$ cat src/msx_io_consts.svh
`ifndef MSX_IO_CONSTS_SVH
`define MSX_IO_CONSTS_SVH

// Number of decoded device windows
// Index 0 is the mapper, 1 the PPI, 2 the reset status register
`define MSX_IO_DEVICE_COUNT 3

// Implemented mapper segment bits
// Three bits give 8 segments of 16 KB, unused read bits return 1
`define MSX_MAPPER_SEG_BITS 3

// Rows in the keyboard matrix
`define MSX_KB_ROWS 11

`endif

$ cat src/msx_bus_pkg.sv
package msx_bus_pkg;

    // I/O port address as seen on the CPU bus
    typedef logic [7:0] io_port_t;

    // One data byte on the CPU bus
    typedef logic [7:0] io_byte_t;

    // A single I/O access from the CPU
    typedef struct packed {
        io_port_t port;
        logic     write;
        io_byte_t wdata;
    } io_req_t;

    // Handshake progress for the req/ack pair
    typedef enum logic [1:0] {
        IDLE,
        BUSY,
        DONE
    } hs_state_t;

endpackage

$ cat src/msx_dev_pkg.sv
`include "msx_io_consts.svh"

package msx_dev_pkg;

    // Device window, a port matches when enabled and equal to base under mask
    typedef struct packed {
        logic                 enable;
        msx_bus_pkg::io_port_t base;
        msx_bus_pkg::io_port_t mask;
    } io_window_t;

    // Per-access command from the decoder to the devices
    typedef struct packed {
        logic                 mapper;
        logic                 ppi;
        logic                 reset_status;
        logic                 write;
        logic [1:0]           offset;
        msx_bus_pkg::io_byte_t wdata;
    } dev_sel_t;

    // Memory mapper segment number
    typedef logic [`MSX_MAPPER_SEG_BITS-1:0] mapper_seg_t;

    // Primary slot register, two bits per page
    typedef logic [7:0] slot_cfg_t;

endpackage

$ cat src/io_port_decode.sv
`include "msx_io_consts.svh"

module io_port_decode (
    input  logic                   clk,
    input  logic                   reset,
    input  msx_bus_pkg::io_req_t   io_req_in,
    input  logic                   req,
    input  msx_dev_pkg::io_window_t windows [`MSX_IO_DEVICE_COUNT],
    input  logic                   done,
    output msx_dev_pkg::dev_sel_t  cmd,
    output logic                   cmd_valid
);

    msx_bus_pkg::hs_state_t          state;
    logic [`MSX_IO_DEVICE_COUNT-1:0] match;
    logic [`MSX_IO_DEVICE_COUNT-1:0] winner;
    msx_dev_pkg::dev_sel_t           next_cmd;
    logic                            start;

    // Compare the port against every window
    always_comb begin
        for (int i = 0; i < `MSX_IO_DEVICE_COUNT; i++) begin
            match[i] = windows[i].enable &&
                (((io_req_in.port ^ windows[i].base) & windows[i].mask) == '0);
        end
    end

    // Keep only the lowest matching index
    assign winner = match & ~(match - 1'b1);

    always_comb begin
        next_cmd.mapper       = winner[0];
        next_cmd.ppi          = winner[1];
        next_cmd.reset_status = winner[2];
        next_cmd.write        = io_req_in.write;
        next_cmd.offset       = io_req_in.port[1:0];
        next_cmd.wdata        = io_req_in.wdata;
    end

    assign start = (state == msx_bus_pkg::IDLE) && req;

    // req is ignored until the result stage reports the access as finished
    always_ff @(posedge clk) begin
        if (reset) begin
            state     <= msx_bus_pkg::IDLE;
            cmd_valid <= 1'b0;
        end else begin
            cmd_valid <= start;
            case (state)
                msx_bus_pkg::IDLE: if (req) state <= msx_bus_pkg::BUSY;
                msx_bus_pkg::BUSY: if (done) state <= msx_bus_pkg::IDLE;
                default:           state <= msx_bus_pkg::IDLE;
            endcase
        end
    end

    always_ff @(posedge clk) begin
        if (start) begin
            cmd <= next_cmd;
        end
    end

endmodule

$ cat src/dev_mapper_regs.sv
`include "msx_io_consts.svh"

module dev_mapper_regs (
    input  logic                    clk,
    input  logic                    reset,
    input  msx_dev_pkg::dev_sel_t   cmd,
    input  logic                    cmd_valid,
    output msx_bus_pkg::io_byte_t   rd,
    output msx_dev_pkg::mapper_seg_t segments [4]
);

    msx_dev_pkg::mapper_seg_t seg_reg [4];
    logic                     sel_write;
    logic                     sel_read;

    assign sel_write = cmd_valid && cmd.mapper && cmd.write;
    assign sel_read  = cmd_valid && cmd.mapper && !cmd.write;

    // Pages start out mapped to segments 3,2,1,0
    always_ff @(posedge clk) begin
        if (reset) begin
            seg_reg[0] <= msx_dev_pkg::mapper_seg_t'(3);
            seg_reg[1] <= msx_dev_pkg::mapper_seg_t'(2);
            seg_reg[2] <= msx_dev_pkg::mapper_seg_t'(1);
            seg_reg[3] <= msx_dev_pkg::mapper_seg_t'(0);
        end else if (sel_write) begin
            seg_reg[cmd.offset] <= cmd.wdata[`MSX_MAPPER_SEG_BITS-1:0];
        end
    end

    // Upper bits read as 1, as on a small internal mapper
    always_comb begin
        rd = 8'hFF;
        if (sel_read) begin
            rd[`MSX_MAPPER_SEG_BITS-1:0] = seg_reg[cmd.offset];
        end
    end

    always_comb begin
        for (int i = 0; i < 4; i++) begin
            segments[i] = seg_reg[i];
        end
    end

endmodule

$ cat src/dev_ppi.sv
`include "msx_io_consts.svh"

module dev_ppi (
    input  logic                  clk,
    input  logic                  reset,
    input  msx_dev_pkg::dev_sel_t cmd,
    input  logic                  cmd_valid,
    input  msx_bus_pkg::io_byte_t kb_rows [`MSX_KB_ROWS],
    output msx_bus_pkg::io_byte_t rd,
    output msx_dev_pkg::slot_cfg_t slot_config,
    output logic                  keybeep
);

    msx_dev_pkg::slot_cfg_t slot_reg;
    msx_bus_pkg::io_byte_t  port_c;
    msx_bus_pkg::io_byte_t  row_data;
    logic [3:0]             row_sel;
    logic                   sel_write;
    logic                   sel_read;

    assign sel_write = cmd_valid && cmd.ppi && cmd.write;
    assign sel_read  = cmd_valid && cmd.ppi && !cmd.write;

    always_ff @(posedge clk) begin
        if (reset) begin
            slot_reg <= '0;
            port_c   <= '0;
        end else if (sel_write) begin
            case (cmd.offset)
                2'd0: slot_reg <= cmd.wdata;
                2'd2: port_c   <= cmd.wdata;
                2'd3: begin
                    // Bit set/reset of port C, mode writes are ignored
                    if (!cmd.wdata[7]) begin
                        port_c[cmd.wdata[3:1]] <= cmd.wdata[0];
                    end
                end
                default: ;
            endcase
        end
    end

    // Keyboard row select lives in the low nibble of port C
    assign row_sel = port_c[3:0];

    always_comb begin
        row_data = 8'hFF;
        if (row_sel < 4'(`MSX_KB_ROWS)) begin
            row_data = kb_rows[row_sel];
        end
    end

    always_comb begin
        rd = 8'hFF;
        if (sel_read) begin
            case (cmd.offset)
                2'd0:    rd = slot_reg;
                2'd1:    rd = row_data;
                2'd2:    rd = port_c;
                default: rd = 8'hFF;
            endcase
        end
    end

    assign slot_config = slot_reg;
    assign keybeep     = port_c[7];

endmodule

$ cat src/dev_reset_status.sv
module dev_reset_status (
    input  logic                  clk,
    input  logic                  reset,
    input  msx_dev_pkg::dev_sel_t cmd,
    input  logic                  cmd_valid,
    output msx_bus_pkg::io_byte_t rd,
    output logic                  reset_lock
);

    msx_bus_pkg::io_byte_t status;

    always_ff @(posedge clk) begin
        if (reset) begin
            status <= '0;
        end else if (cmd_valid && cmd.reset_status && cmd.write) begin
            status <= cmd.wdata;
        end
    end

    // Bit 7 reads inverted, boot code uses it to spot a warm start
    always_comb begin
        rd = 8'hFF;
        if (cmd_valid && cmd.reset_status && !cmd.write) begin
            rd = status ^ 8'h80;
        end
    end

    assign reset_lock = status[0];

endmodule

$ cat src/io_result_merge.sv
module io_result_merge (
    input  logic                  clk,
    input  logic                  reset,
    input  logic                  req,
    input  logic                  cmd_valid,
    input  msx_bus_pkg::io_byte_t rd_mapper,
    input  msx_bus_pkg::io_byte_t rd_ppi,
    input  msx_bus_pkg::io_byte_t rd_reset,
    output msx_bus_pkg::io_byte_t rdata,
    output logic                  ack,
    output logic                  done
);

    msx_bus_pkg::hs_state_t state;
    msx_bus_pkg::io_byte_t  rd_all;

    // Idle devices drive all ones, so an unmatched port reads FF
    assign rd_all = rd_mapper & rd_ppi & rd_reset;

    always_ff @(posedge clk) begin
        if (reset) begin
            state <= msx_bus_pkg::IDLE;
            rdata <= 8'hFF;
        end else begin
            case (state)
                msx_bus_pkg::IDLE: begin
                    if (cmd_valid) begin
                        rdata <= rd_all;
                        state <= msx_bus_pkg::BUSY;
                    end
                end
                // Hold ack until the CPU drops req
                msx_bus_pkg::BUSY: if (!req) state <= msx_bus_pkg::DONE;
                msx_bus_pkg::DONE: state <= msx_bus_pkg::IDLE;
                default:           state <= msx_bus_pkg::IDLE;
            endcase
        end
    end

    assign ack  = (state == msx_bus_pkg::BUSY);
    assign done = (state == msx_bus_pkg::DONE);

endmodule

$ cat src/msx_io_devices.sv
`include "msx_io_consts.svh"

module msx_io_devices (
    input  logic                     clk,
    input  logic                     reset,
    input  msx_bus_pkg::io_req_t     io_req_in,
    input  logic                     req,
    input  msx_dev_pkg::io_window_t  windows [`MSX_IO_DEVICE_COUNT],
    input  msx_bus_pkg::io_byte_t    kb_rows [`MSX_KB_ROWS],
    output logic                     ack,
    output msx_bus_pkg::io_byte_t    rdata,
    output msx_dev_pkg::mapper_seg_t segments [4],
    output msx_dev_pkg::slot_cfg_t   slot_config,
    output logic                     keybeep,
    output logic                     reset_lock
);

    msx_dev_pkg::dev_sel_t cmd;
    logic                  cmd_valid;
    logic                  done;
    msx_bus_pkg::io_byte_t rd_mapper;
    msx_bus_pkg::io_byte_t rd_ppi;
    msx_bus_pkg::io_byte_t rd_reset;

    io_port_decode i_io_port_decode (
        .clk       (clk),
        .reset     (reset),
        .io_req_in (io_req_in),
        .req       (req),
        .windows   (windows),
        .done      (done),
        .cmd       (cmd),
        .cmd_valid (cmd_valid)
    );

    dev_mapper_regs i_dev_mapper_regs (
        .clk       (clk),
        .reset     (reset),
        .cmd       (cmd),
        .cmd_valid (cmd_valid),
        .rd        (rd_mapper),
        .segments  (segments)
    );

    dev_ppi i_dev_ppi (
        .clk         (clk),
        .reset       (reset),
        .cmd         (cmd),
        .cmd_valid   (cmd_valid),
        .kb_rows     (kb_rows),
        .rd          (rd_ppi),
        .slot_config (slot_config),
        .keybeep     (keybeep)
    );

    dev_reset_status i_dev_reset_status (
        .clk        (clk),
        .reset      (reset),
        .cmd        (cmd),
        .cmd_valid  (cmd_valid),
        .rd         (rd_reset),
        .reset_lock (reset_lock)
    );

    // Combines device read data and closes the handshake
    io_result_merge i_io_result_merge (
        .clk       (clk),
        .reset     (reset),
        .req       (req),
        .cmd_valid (cmd_valid),
        .rd_mapper (rd_mapper),
        .rd_ppi    (rd_ppi),
        .rd_reset  (rd_reset),
        .rdata     (rdata),
        .ack       (ack),
        .done      (done)
    );

endmodule

$ cat config.mk
export PLATFORM = sky130hd
export DESIGN_NAME = msx_io_devices
export DESIGN_NICKNAME = d
export VERILOG_FILES = /design/src/msx_bus_pkg.sv /design/src/msx_dev_pkg.sv /design/src/io_port_decode.sv /design/src/dev_mapper_regs.sv /design/src/dev_ppi.sv /design/src/dev_reset_status.sv /design/src/io_result_merge.sv /design/src/msx_io_devices.sv
export VERILOG_INCLUDE_DIRS = /design/src /design/src/src
export SDC_FILE = /design/constraint.sdc
export NUM_CORES = 1
export LEC_CHECK = 0
export ABC_AREA = 1
export BUFFER_PORTS_ARGS = -buffer_cell sky130_fd_sc_hd__buf_4
export CAP_MARGIN = 15
export CORE_UTILIZATION = 48
export DETAILED_ROUTE_END_ITERATION = 10
export PLACE_DENSITY = 0.89
export REMOVE_ABC_BUFFERS = 1
export SYNTH_ARGS = -nofsm -noshare
export SYNTH_HDL_FRONTEND = slang
export SYNTH_SLANG_ARGS = --single-unit
$ cat constraint.sdc
create_clock -name clk -period 2.25 [get_ports clk]
set_clock_uncertainty 0.2 [all_clocks]
set_input_delay 0.3375 -clock clk [delete_from_list [all_inputs] [get_ports clk]]
set_output_delay 0.3375 -clock clk [all_outputs]
set_load 0.03 [all_outputs]
==> results of run 1 <==
-- worst max path at each step --
| stage | startpoint | endpoint | slack (ps) |
|---|---|---|---|
| global route | i_dev_ppi.port_c[0] | i_io_result_merge.rdata[6] | 260 |
| global placement | i_io_port_decode.cmd[10] | i_dev_mapper_regs.seg_reg[2][1] | 540 |
| CTS | i_io_port_decode.cmd[10] | i_dev_reset_status.status[4] | 470 |
| detailed placement | i_io_port_decode.cmd[10] | i_dev_mapper_regs.seg_reg[2][1] | 480 |
| floorplan | i_dev_ppi.port_c[0] | i_io_result_merge.rdata[3] | -10 |
| finish | i_io_port_decode.cmd[10] | i_dev_reset_status.status[4] | 410 |
-- cells in the mapped netlist --
cell,count
nand2_1,214
nand3_1,94
inv_1,49
nor2_1,49
a21oi_1,42
dfxtp_1,38
o21ai_0,36
edfxtp_1,26
buf_2,17
inv_2,13
or2_2,9
a21oi_2,7
nand3_2,6
a211oi_1,5
nor3_1,5
o22ai_1,5
clkbuf_1,4
o211ai_1,3
xor2_1,3
nand2_2,2
nand4_1,2
nor2_2,2
nor2_4,2
a211oi_4,1
buf_4,1
buf_6,1
clkinv_1,1
clkinv_2,1
nand2_4,1
o31ai_1,1
-- layer usage --
layer	track usage	routed length [um]
met3	0.0470	967
met1	0.336	5220
met2	0.555	6910
met5	0	0
met4	0.159	520
-- worst max-delay path: cells and delay by family (launching register included) --
kind | cells | cell delay (ps)
and+or+nand+nor | 1 | 490
DFF | 1 | 440
AOI/OAI and AO/OA | 2 | 590
-- cell families (layout without fill, tap and decap cells) --
kind of cell | after synthesis | after routing | share of synthesized area
AO/OA/AOI/OAI | 100 | 100 | 0.137
XOR/XNOR | 3 | 3 | 0.00630
AND/OR/NAND/NOR | 386 | 386 | 0.401
flip-flops | 64 | 64 | 0.370
buffers and inverters | 87 | 286 | 0.0864
-- layout by cell type, fill, tap and decap left out --
| cell | count |
|---|---|
| a21oi_1 | 42 |
| o211ai_1 | 3 |
| nand2_1 | 214 |
| bufinv_16 | 2 |
| o22ai_1 | 5 |
| nor3_1 | 5 |
| nand4_1 | 2 |
| dfxtp_1 | 38 |
| inv_2 | 13 |
| o31ai_1 | 1 |
| nor2_1 | 49 |
| a211oi_4 | 1 |
| nand2_4 | 1 |
| or2_2 | 9 |
| xor2_1 | 3 |
| a21oi_2 | 7 |
| a211oi_1 | 5 |
| clkinv_2 | 3 |
| nor2_2 | 2 |
| edfxtp_1 | 26 |
| nand3_2 | 6 |
| o21ai_0 | 36 |
| clkbuf_8 | 9 |
| clkbuf_1 | 3 |
| nor2_4 | 2 |
| buf_4 | 196 |
| dlygate4sd3_1 | 10 |
| clkinv_1 | 1 |
| nand2_2 | 2 |
| nand3_1 | 94 |
| inv_1 | 49 |
-- per-stage QoR --
stage	hold WS (ps)	total power, mW	setup slack, ps
5_1_grt	32.0	3.09	258
4_1_cts	17.6	2.98	470
2_1_floorplan	200	1.58	-10.6
3_3_place_gp	242	1.90	538
3_5_place_dp	248	1.92	483
6_report	30.1	2.97	408
-- report_power, final --
group	total, mW	switching [mW]	internal, mW
registers	1.30	0.0428	1.26
logic	0.615	0.305	0.310
clock network	1.06	0.437	0.621
-- cell type report --
class | count | area (um^2) | share of cell area
clock inverters | 4 | 70.1 | 0.0118
clock buffers | 12 | 135 | 0.0227
repair buffers | 206 | 1570 | 0.264
flip-flops and latches | 64 | 1540 | 0.259
well taps | 105 | 131 | 0.0220
multi-input cells | 489 | 2270 | 0.381
inverters | 64 | 241 | 0.0405
==> qor.csv, run 1 <==
metric,value,unit
crit-path max FO,16,
hold depth,1,
clk_lat worst skew,350,ps
global route overflow,0,
final-stage net count,993,
Cells after DPL,918,
final instance area,0.00596,mm^2
CTS max path bufs,2,
Chip Height,95.2,um
CP cell instances,"nand3_1, o21ai_0, a21oi_1",
Worst-Margin Slew,633,ps
Worst VDD drop,0.000360,V
CP Launch Type,register,
vias in the first global route,4676,
Cells after Synth,640,
first-pass GRT wire length,21.1,mm
CP max stage delay,520,ps
diode count,0,
CTS buffer count,9,
Starting Density,0.502,
hold path startpoint,io_req_in[10],
Final Critical Period,1840,ps
Setup TNS Final,0,ps
Final Slew Violations,0,
final wirelength,13.6,mm
data arrival time of the worst path,1860,ps
share of layout cells above drive strength 1,0.302,
Pleak,2.83,nW
sequential area share after synthesis,0.370,
reg2reg start,i_io_port_decode.cmd[10],
Hold Crit Class,in2reg,
"Clk pin slew, worst setup/hold paths",70,ps
count of input and output buffers,189,
max FFs per register,14,
crit end category,register,
RePlAce Congestion,0.910,
num rows,33,
area grow syn2layout,42.9,%
DR iter-0 viols,323,
DR pass1 iterations,6,
max_cap viols,0,
final setup fails,0,
Die W,95.2,um
reg2reg setup slack,410,ps
main area contributors after synthesis,"nand2_1, edfxtp_1, dfxtp_1, nand3_1, a21oi_1",
final hold vios,0,
Die ar.,0.00906,mm^2
"Slowest-stage cell, CP",o21ai_0,
Reg2Reg Depth,3,
post-cts sizing count,0,
Crit Reg-Reg Endpoint,i_dev_reset_status.status[4],
DRT antenna net count,0,
Yosys Warn Count,0,
outcome,"complete, no violations",
DR WL/cell,14.4,um
All-Layer GR Usage,0.304,
drt via density,5.36,
via count,5062,
largest net degree at the start of global routing,42,
"area leader, netlist",nand2_1,
Post-CTS Setup Inserts,0,
Layout Utilization,0.718,
DRC viols,0,
num ports,190,
Post-DP Area,0.00565,mm^2
synthesis-stage register bit count,64,
Yosys top cell area share,0.193,
period utilization,0.819,
RSZ-0062 raised after global routing,false,
number of antenna violations at the first check in global routing,0,
root buf cell,clkbuf_8,
TritonCTS clock tree,built,
final instance count without filler cells,944,
Worst Hold End,i_io_port_decode.cmd[9],
Setup CP Type,reg2reg,
CORE AREA,0.00830,mm^2
Yosys cell types,30,
worst endpoint required time,2260,ps
P per Cell Area,499,mW/mm^2
FILL cells,651,
CTS Sinks,64,
"Cell Area, Synth",0.00417,mm^2
H-Tree Depth,3,
syn avg cell area,6.51,um^2
Rel. slew slack,0.577,
post-detail-place hpwl,10.4,mm
"Hold-fix buffers, CTS",10,
max frequency,0.543,GHz
(Power assumes the default switching activity.)
==> inputs of run 2 (changes only) <==
--- a/config.mk
+++ b/config.mk
@@ -9,9 +9,9 @@
 export ABC_AREA = 1
 export BUFFER_PORTS_ARGS = -buffer_cell sky130_fd_sc_hd__buf_4
 export CAP_MARGIN = 15
-export CORE_UTILIZATION = 48
+export CORE_UTILIZATION = 43
 export DETAILED_ROUTE_END_ITERATION = 10
-export PLACE_DENSITY = 0.89
+export PLACE_DENSITY = 0.84
 export REMOVE_ABC_BUFFERS = 1
 export SYNTH_ARGS = -nofsm -noshare
 export SYNTH_HDL_FRONTEND = slang
==> constraint.sdc (replaced) <==
create_clock -name clk -period 1.69 [get_ports clk]
set_clock_uncertainty 0.2 [all_clocks]
set_input_delay 0.2535 -clock clk [delete_from_list [all_inputs] [get_ports clk]]
set_output_delay 0.2535 -clock clk [all_outputs]
set_load 0.03 [all_outputs]
==> qor.csv, run 2 (synthesis results as in run 1) <==
metric,value,unit,change
met3 Use GR,0.0520,,+0.00496
root buf cell,clkbuf_8,,
via count,5177,,+2.3%
power share of the clock group,0.312,,-0.044
dpl ws,6.19,ps,-477 ps
CORE AREA,0.00933,mm^2,+12%
Starting Density,0.447,,-0.0554
Final Critical Period,1660,ps,-185 ps
final instance area,0.00621,mm^2,+4.2%
DR iter-0 viols,291,,-9.9%
RSZ-0062 raised after global routing,true,,
CP cell instances,"buf_4, nor3_1, buf_4, o211ai_1, nand2_1, inv_1, nand2_1, nand2_1",,
max_cap viols,0,,unchanged
outcome,"complete, no violations",,
"Slowest-stage cell, CP",edfxtp_1,,
"commonest non-fill, non-tap cell in the layout",buf_4,,
Layout Utilization,0.665,,-0.0525
RePlAce Congestion,0.956,,+5.1%
worst endpoint required time,1720,ps,-540 ps
CTS max path bufs,2,,unchanged
most frequent cells in the layout,"buf_4, nand2_1, nand3_1",,
global route overflow,0,,unchanged
met2 Use GR,0.488,,-0.0675
Worst VDD drop,0.000416,V,+16%
crit-path max FO,3,,-13
Hold WS,166,ps,+136 ps
most frequent CP cell,nand2_1,,
CP Launch Type,register,,
crit end category,register,,
CTS Sinks,64,,unchanged
H-Tree Depth,3,,unchanged
P per Cell Area,606,mW/mm^2,+21%
FILL cells,791,,+22%
Post-DP Area,0.00586,mm^2,+3.7%
first-pass GRT wire length,21.6,mm,+2.5%
number of antenna violations at the first check in global routing,0,,unchanged
area grow syn2layout,48.9,%,
count of input and output buffers,189,,unchanged
TritonCTS clock tree,built,,
DR WL/cell,13.7,um,-4.7%
clk_lat worst skew,340,ps,about the same
DRT antenna net count,0,,unchanged
final setup fails,0,,unchanged
CTS buffer count,9,,unchanged
num ports,190,,unchanged
data arrival time of the worst path,1690,ps,-170 ps
final wirelength,13.6,mm,about the same
Comb power frac,0.230,,+0.023
gr busiest metal,met2,,
period utilization,0.981,,+0.162
All-Layer GR Usage,0.271,,-0.0325
Die W,100,um,+5.5%
internal cell power,2.71,mW,+24%
Chip Height,100,um,+5.5%
"Clk pin slew, worst setup/hold paths",70,ps,about the same
max frequency,0.603,GHz,+11%
DR pass1 iterations,5,,-1
num rows,35,,+6.1%
setup ws final,32.6,ps,-375 ps
final-stage net count,1015,,+2.2%
switching power,1.05,mW,+33%
sequential power share,0.458,,+0.021
max FFs per register,14,,unchanged
sw frac,0.278,,+0.0141
Post-CTS Setup Inserts,0,,unchanged
Setup CP Type,reg2reg,,
drt via density,5.23,,-2.5%
GR Util met1,0.305,,-0.0311
Worst-Margin Slew,493,ps,-140 ps
DRC viols,0,,unchanged
largest net degree at the start of global routing,41,,-2.4%
share of layout cells above drive strength 1,0.326,,+0.0248
Hold Crit Class,in2reg,,
CP max stage delay,380,ps,-140 ps
Rel. slew slack,0.670,,+0.0934
vias in the first global route,4838,,+3.5%
final hold vios,0,,unchanged
Die ar.,0.0101,mm^2,+11%
Pleak,2.93,nW,+3.6%
diode count,0,,unchanged
post-detail-place hpwl,10.7,mm,+2.5%
Final Slew Violations,0,,unchanged
[run 2: cell count changes in the layout (fill, tap and decap cells not counted), sizes merged]
cell | before | now
buf | 196 | 215
dlygate4sd3 | 10 | 13
bufinv | 2 | 0
clkinv | 4 | 5
clkinvlp | 0 | 1
[run 2: worst paths after layout]
path	slack, ps	start	cells after the start	endpoint
max	30	i_io_port_decode.cmd[10]	8	i_io_result_merge.rdata[1]
min	170	windows[16]	5	i_io_port_decode.cmd[11]
min reg2reg	260	i_dev_reset_status.status[7]	2	i_dev_reset_status.status[7]
max reg2reg	30	i_io_port_decode.cmd[10]	8	i_io_result_merge.rdata[1]
[run 2: cell type report]
cell class / count / area, um^2 / area share
Clock buffer: 12 / 155 / 0.0250
Clock inverter: 4 / 20.0 / 0.00323
Inverter: 64 / 241 / 0.0389
Multi-Input combinational cell: 489 / 2300 / 0.371
Sequential cell: 64 / 1550 / 0.249
Tap cell: 129 / 161 / 0.0260
Timing Repair Buffer: 228 / 1780 / 0.287
[run 2: layer usage]
| metal | vias to the layer above | part of all wire | routed length [um] |
|---|---|---|---|
| li1 | 2529 | - | - |
| met1 | 2331 | 0.38 | 5230 |
| met2 | 268 | 0.50 | 6760 |
| met3 | 49 | 0.078 | 1070 |
| met4 | 0 | 0.041 | 554 |
| met5 | - | 0 | 0 |
[run 2: worst max-delay path: cells and delay by family (launching register included)]
| family | cells | cell delay [ps] |
|---|---|---|
| DFF | 1 | 380 |
| and+or+nand+nor | 4 | 450 |
| buffers and inverters | 3 | 390 |
| AOI/OAI and AO/OA | 1 | 120 |
[run 2: through the flow]
stage	TNS [ps]	instances	total power [mW]
after floorplan	-4550	617	2.10
after global placement	0	961	2.56
after CTS	0	990	3.76
final	0	990	3.76
after detailed placement	0	961	2.58
after global routing	-119	990	3.93
[run 2: what timing repair did]
item,in CTS,in global routing
endpoints found under the hold margin,20,0
endpoints found under the setup margin,1,23
hold buffers,13,0
pin swaps,0,1
resized for setup,1,13
[run 2: power by group through the flow]
stage / Combinational, mW / Clock, mW / Sequential [mW]
floorplan: 0.310 / 0 / 1.79
global placement: 0.805 / 0 / 1.75
detailed placement: 0.826 / 0 / 1.75
CTS: 0.853 / 1.18 / 1.72
global route: 0.946 / 1.25 / 1.73
finish: 0.864 / 1.17 / 1.72
==> inputs of run 3 (changes only) <==
--- a/config.mk
+++ b/config.mk
@@ -10,6 +10,7 @@
 export BUFFER_PORTS_ARGS = -buffer_cell sky130_fd_sc_hd__buf_4
 export CAP_MARGIN = 15
 export CORE_UTILIZATION = 43
+export CTS_BUF_LIST = sky130_fd_sc_hd__clkbuf_16
 export DETAILED_ROUTE_END_ITERATION = 10
 export PLACE_DENSITY = 0.84
 export REMOVE_ABC_BUFFERS = 1
==> qor.csv, run 3 (synthesis results as in run 1) <==
metric,value,unit,change
Worst VDD drop,0.000497,V,+19%
WL met3,1.15,mm,+8.2%
Die ar.,0.0101,mm^2,unchanged
global route overflow,0,,unchanged
most frequent CP cell,nand2_1,,
H-Tree Depth,3,,unchanged
reg2reg setup slack,50,ps,about the same
met1 wire length,5.07,mm,-3.0%
Final Critical Period,1640,ps,-13.6 ps
largest net degree at the start of global routing,41,,unchanged
"Slowest-stage cell, CP",edfxtp_1,,
CP Launch Type,register,,
CTS max path bufs,2,,unchanged
period utilization,0.973,,-0.00806
outcome,"complete, no violations",,
CTS buffer count,9,,unchanged
Pleak,2.99,nW,+2.0%
max frequency,0.608,GHz,+0.83%
crit-path max FO,3,,unchanged
setup ws final,46.2,ps,+13.6 ps
final instance count without filler cells,991,,+0.10%
All-Layer GR Usage,0.274,,+0.00238
highest metal used,met4,,
P per Cell Area,661,mW/mm^2,+9.2%
final wirelength,13.8,mm,+1.6%
crit end category,register,,
RSZ-0062 raised after global routing,true,,
data arrival time of the worst path,1660,ps,-30 ps
CP cell instances,"buf_4, nor3_1, buf_4, o211ai_1, nand2_1, inv_1, nand2_1, nand2_1",,
DRT antenna net count,0,,unchanged
dpl ws,6.19,ps,unchanged
DR iter-0 viols,323,,+11%
final hold vios,0,,unchanged
DRC viols,0,,unchanged
num ports,190,,unchanged
share of layout cells above drive strength 1,0.326,,-0.000379
CORE AREA,0.00933,mm^2,unchanged
Final Slew Violations,0,,unchanged
Chip Height,100,um,unchanged
first-pass GRT wire length,21.7,mm,+0.48%
diode count,0,,unchanged
TritonCTS clock tree,built,,
final setup fails,0,,unchanged
DR pass1 iterations,5,,unchanged
Layout Utilization,0.679,,+0.0135
DR WL met2,7.08,mm,+4.7%
vias in the first global route,4838,,unchanged
Die W,100,um,unchanged
drt via density,5.23,,about the same
post-detail-place hpwl,10.7,mm,unchanged
worst endpoint required time,1710,ps,about the same
"Clk pin slew, worst setup/hold paths",50,ps,-20 ps
Hold WS,17.8,ps,-148 ps
Setup CP Type,reg2reg,,
RePlAce Congestion,0.956,,unchanged
Worst-Margin Slew,499,ps,+5.60 ps
Starting Density,0.447,,unchanged
num rows,35,,unchanged
CTS Sinks,64,,unchanged
DR WL/cell,13.9,um,+1.4%
number of antenna violations at the first check in global routing,0,,unchanged
area grow syn2layout,51.9,%,
max FFs per register,14,,unchanged
clk_lat worst skew,330,ps,about the same
max_cap viols,0,,unchanged
Cells after DPL,961,,unchanged
CP max stage delay,380,ps,about the same
count of input and output buffers,189,,unchanged
via count,5180,,+0.058%
most frequent cells in the layout,"nand2_1, buf_4, nand3_1",,
Hold Crit Class,in2reg,,
Rel. slew slack,0.666,,-0.00374
Setup TNS Final,0,ps,unchanged
final-stage net count,1016,,+0.099%
root buf cell,clkbuf_16,,
[run 3: cell count changes in the layout (fill, tap and decap cells not counted), sizes merged]
| cell | delta |
|---|---|
| clkbuf | -3 |
| clkinv | +2 |
| buf | +1 |
| dlygate4sd3 | -1 |
| dlymetal6s4s | +1 |
| inv | +1 |
[run 3: repair_timing]
item                                    4_1_cts  5_1_grt
endpoints found under the setup margin        1       25
hold buffers                                 13        0
pin swaps                                     0        3
gates resized for setup                       1       23
hold endpoints to repair                     15        0
setup buffers                                 0        1
[run 3: routing by layer]
metal  track usage  up-vias
met1         0.302     2291
li1              -     2534
met3        0.0589       47
met5             0        -
met2         0.501      308
met4         0.124        0
[run 3: worst max-delay path, delay by kind of cell, from the launching register on]
kind / cells / cell delay (ps)
AND/OR/NAND/NOR: 4 / 450
flip-flops: 1 / 380
buffers and inverters: 3 / 380
AO/OA/AOI/OAI: 1 / 120
[run 3: worst paths after layout]
check / from / to / depth (start not counted)
worst max-delay path: i_io_port_decode.cmd[10] / i_io_result_merge.rdata[1] / 8
worst min-delay path: io_req_in[9] / register / 3
worst max register to register: i_io_port_decode.cmd[10] / i_io_result_merge.rdata[1] / 8
worst min register to register: i_dev_reset_status.status[7] / i_dev_reset_status.status[7] / 2
[run 3: report_power, final]
group | switching (mW) | total, mW | internal (mW)
combinational | 0.429 | 0.876 | 0.447
clock | 0.627 | 1.59 | 0.960
sequential | 0.0514 | 1.72 | 1.67
[run 3: per-stage QoR]
stage	cell area (um^2)	total power, mW
after floorplan	4050	2.10
after global placement	5860	2.56
after detailed placement	5860	2.58
after CTS	6250	4.19
after global routing	6330	4.38
final	6330	4.19
[run 3: layout make-up]
type                       count  area [um^2]
clock buffer                   9          225
tap                          129          161
clock inverter                 7         31.3
fill                         778         2990
multi-input combinational    489         2320
timing repair buffer         229         1800
sequential                    64         1550
inverter                      64          246
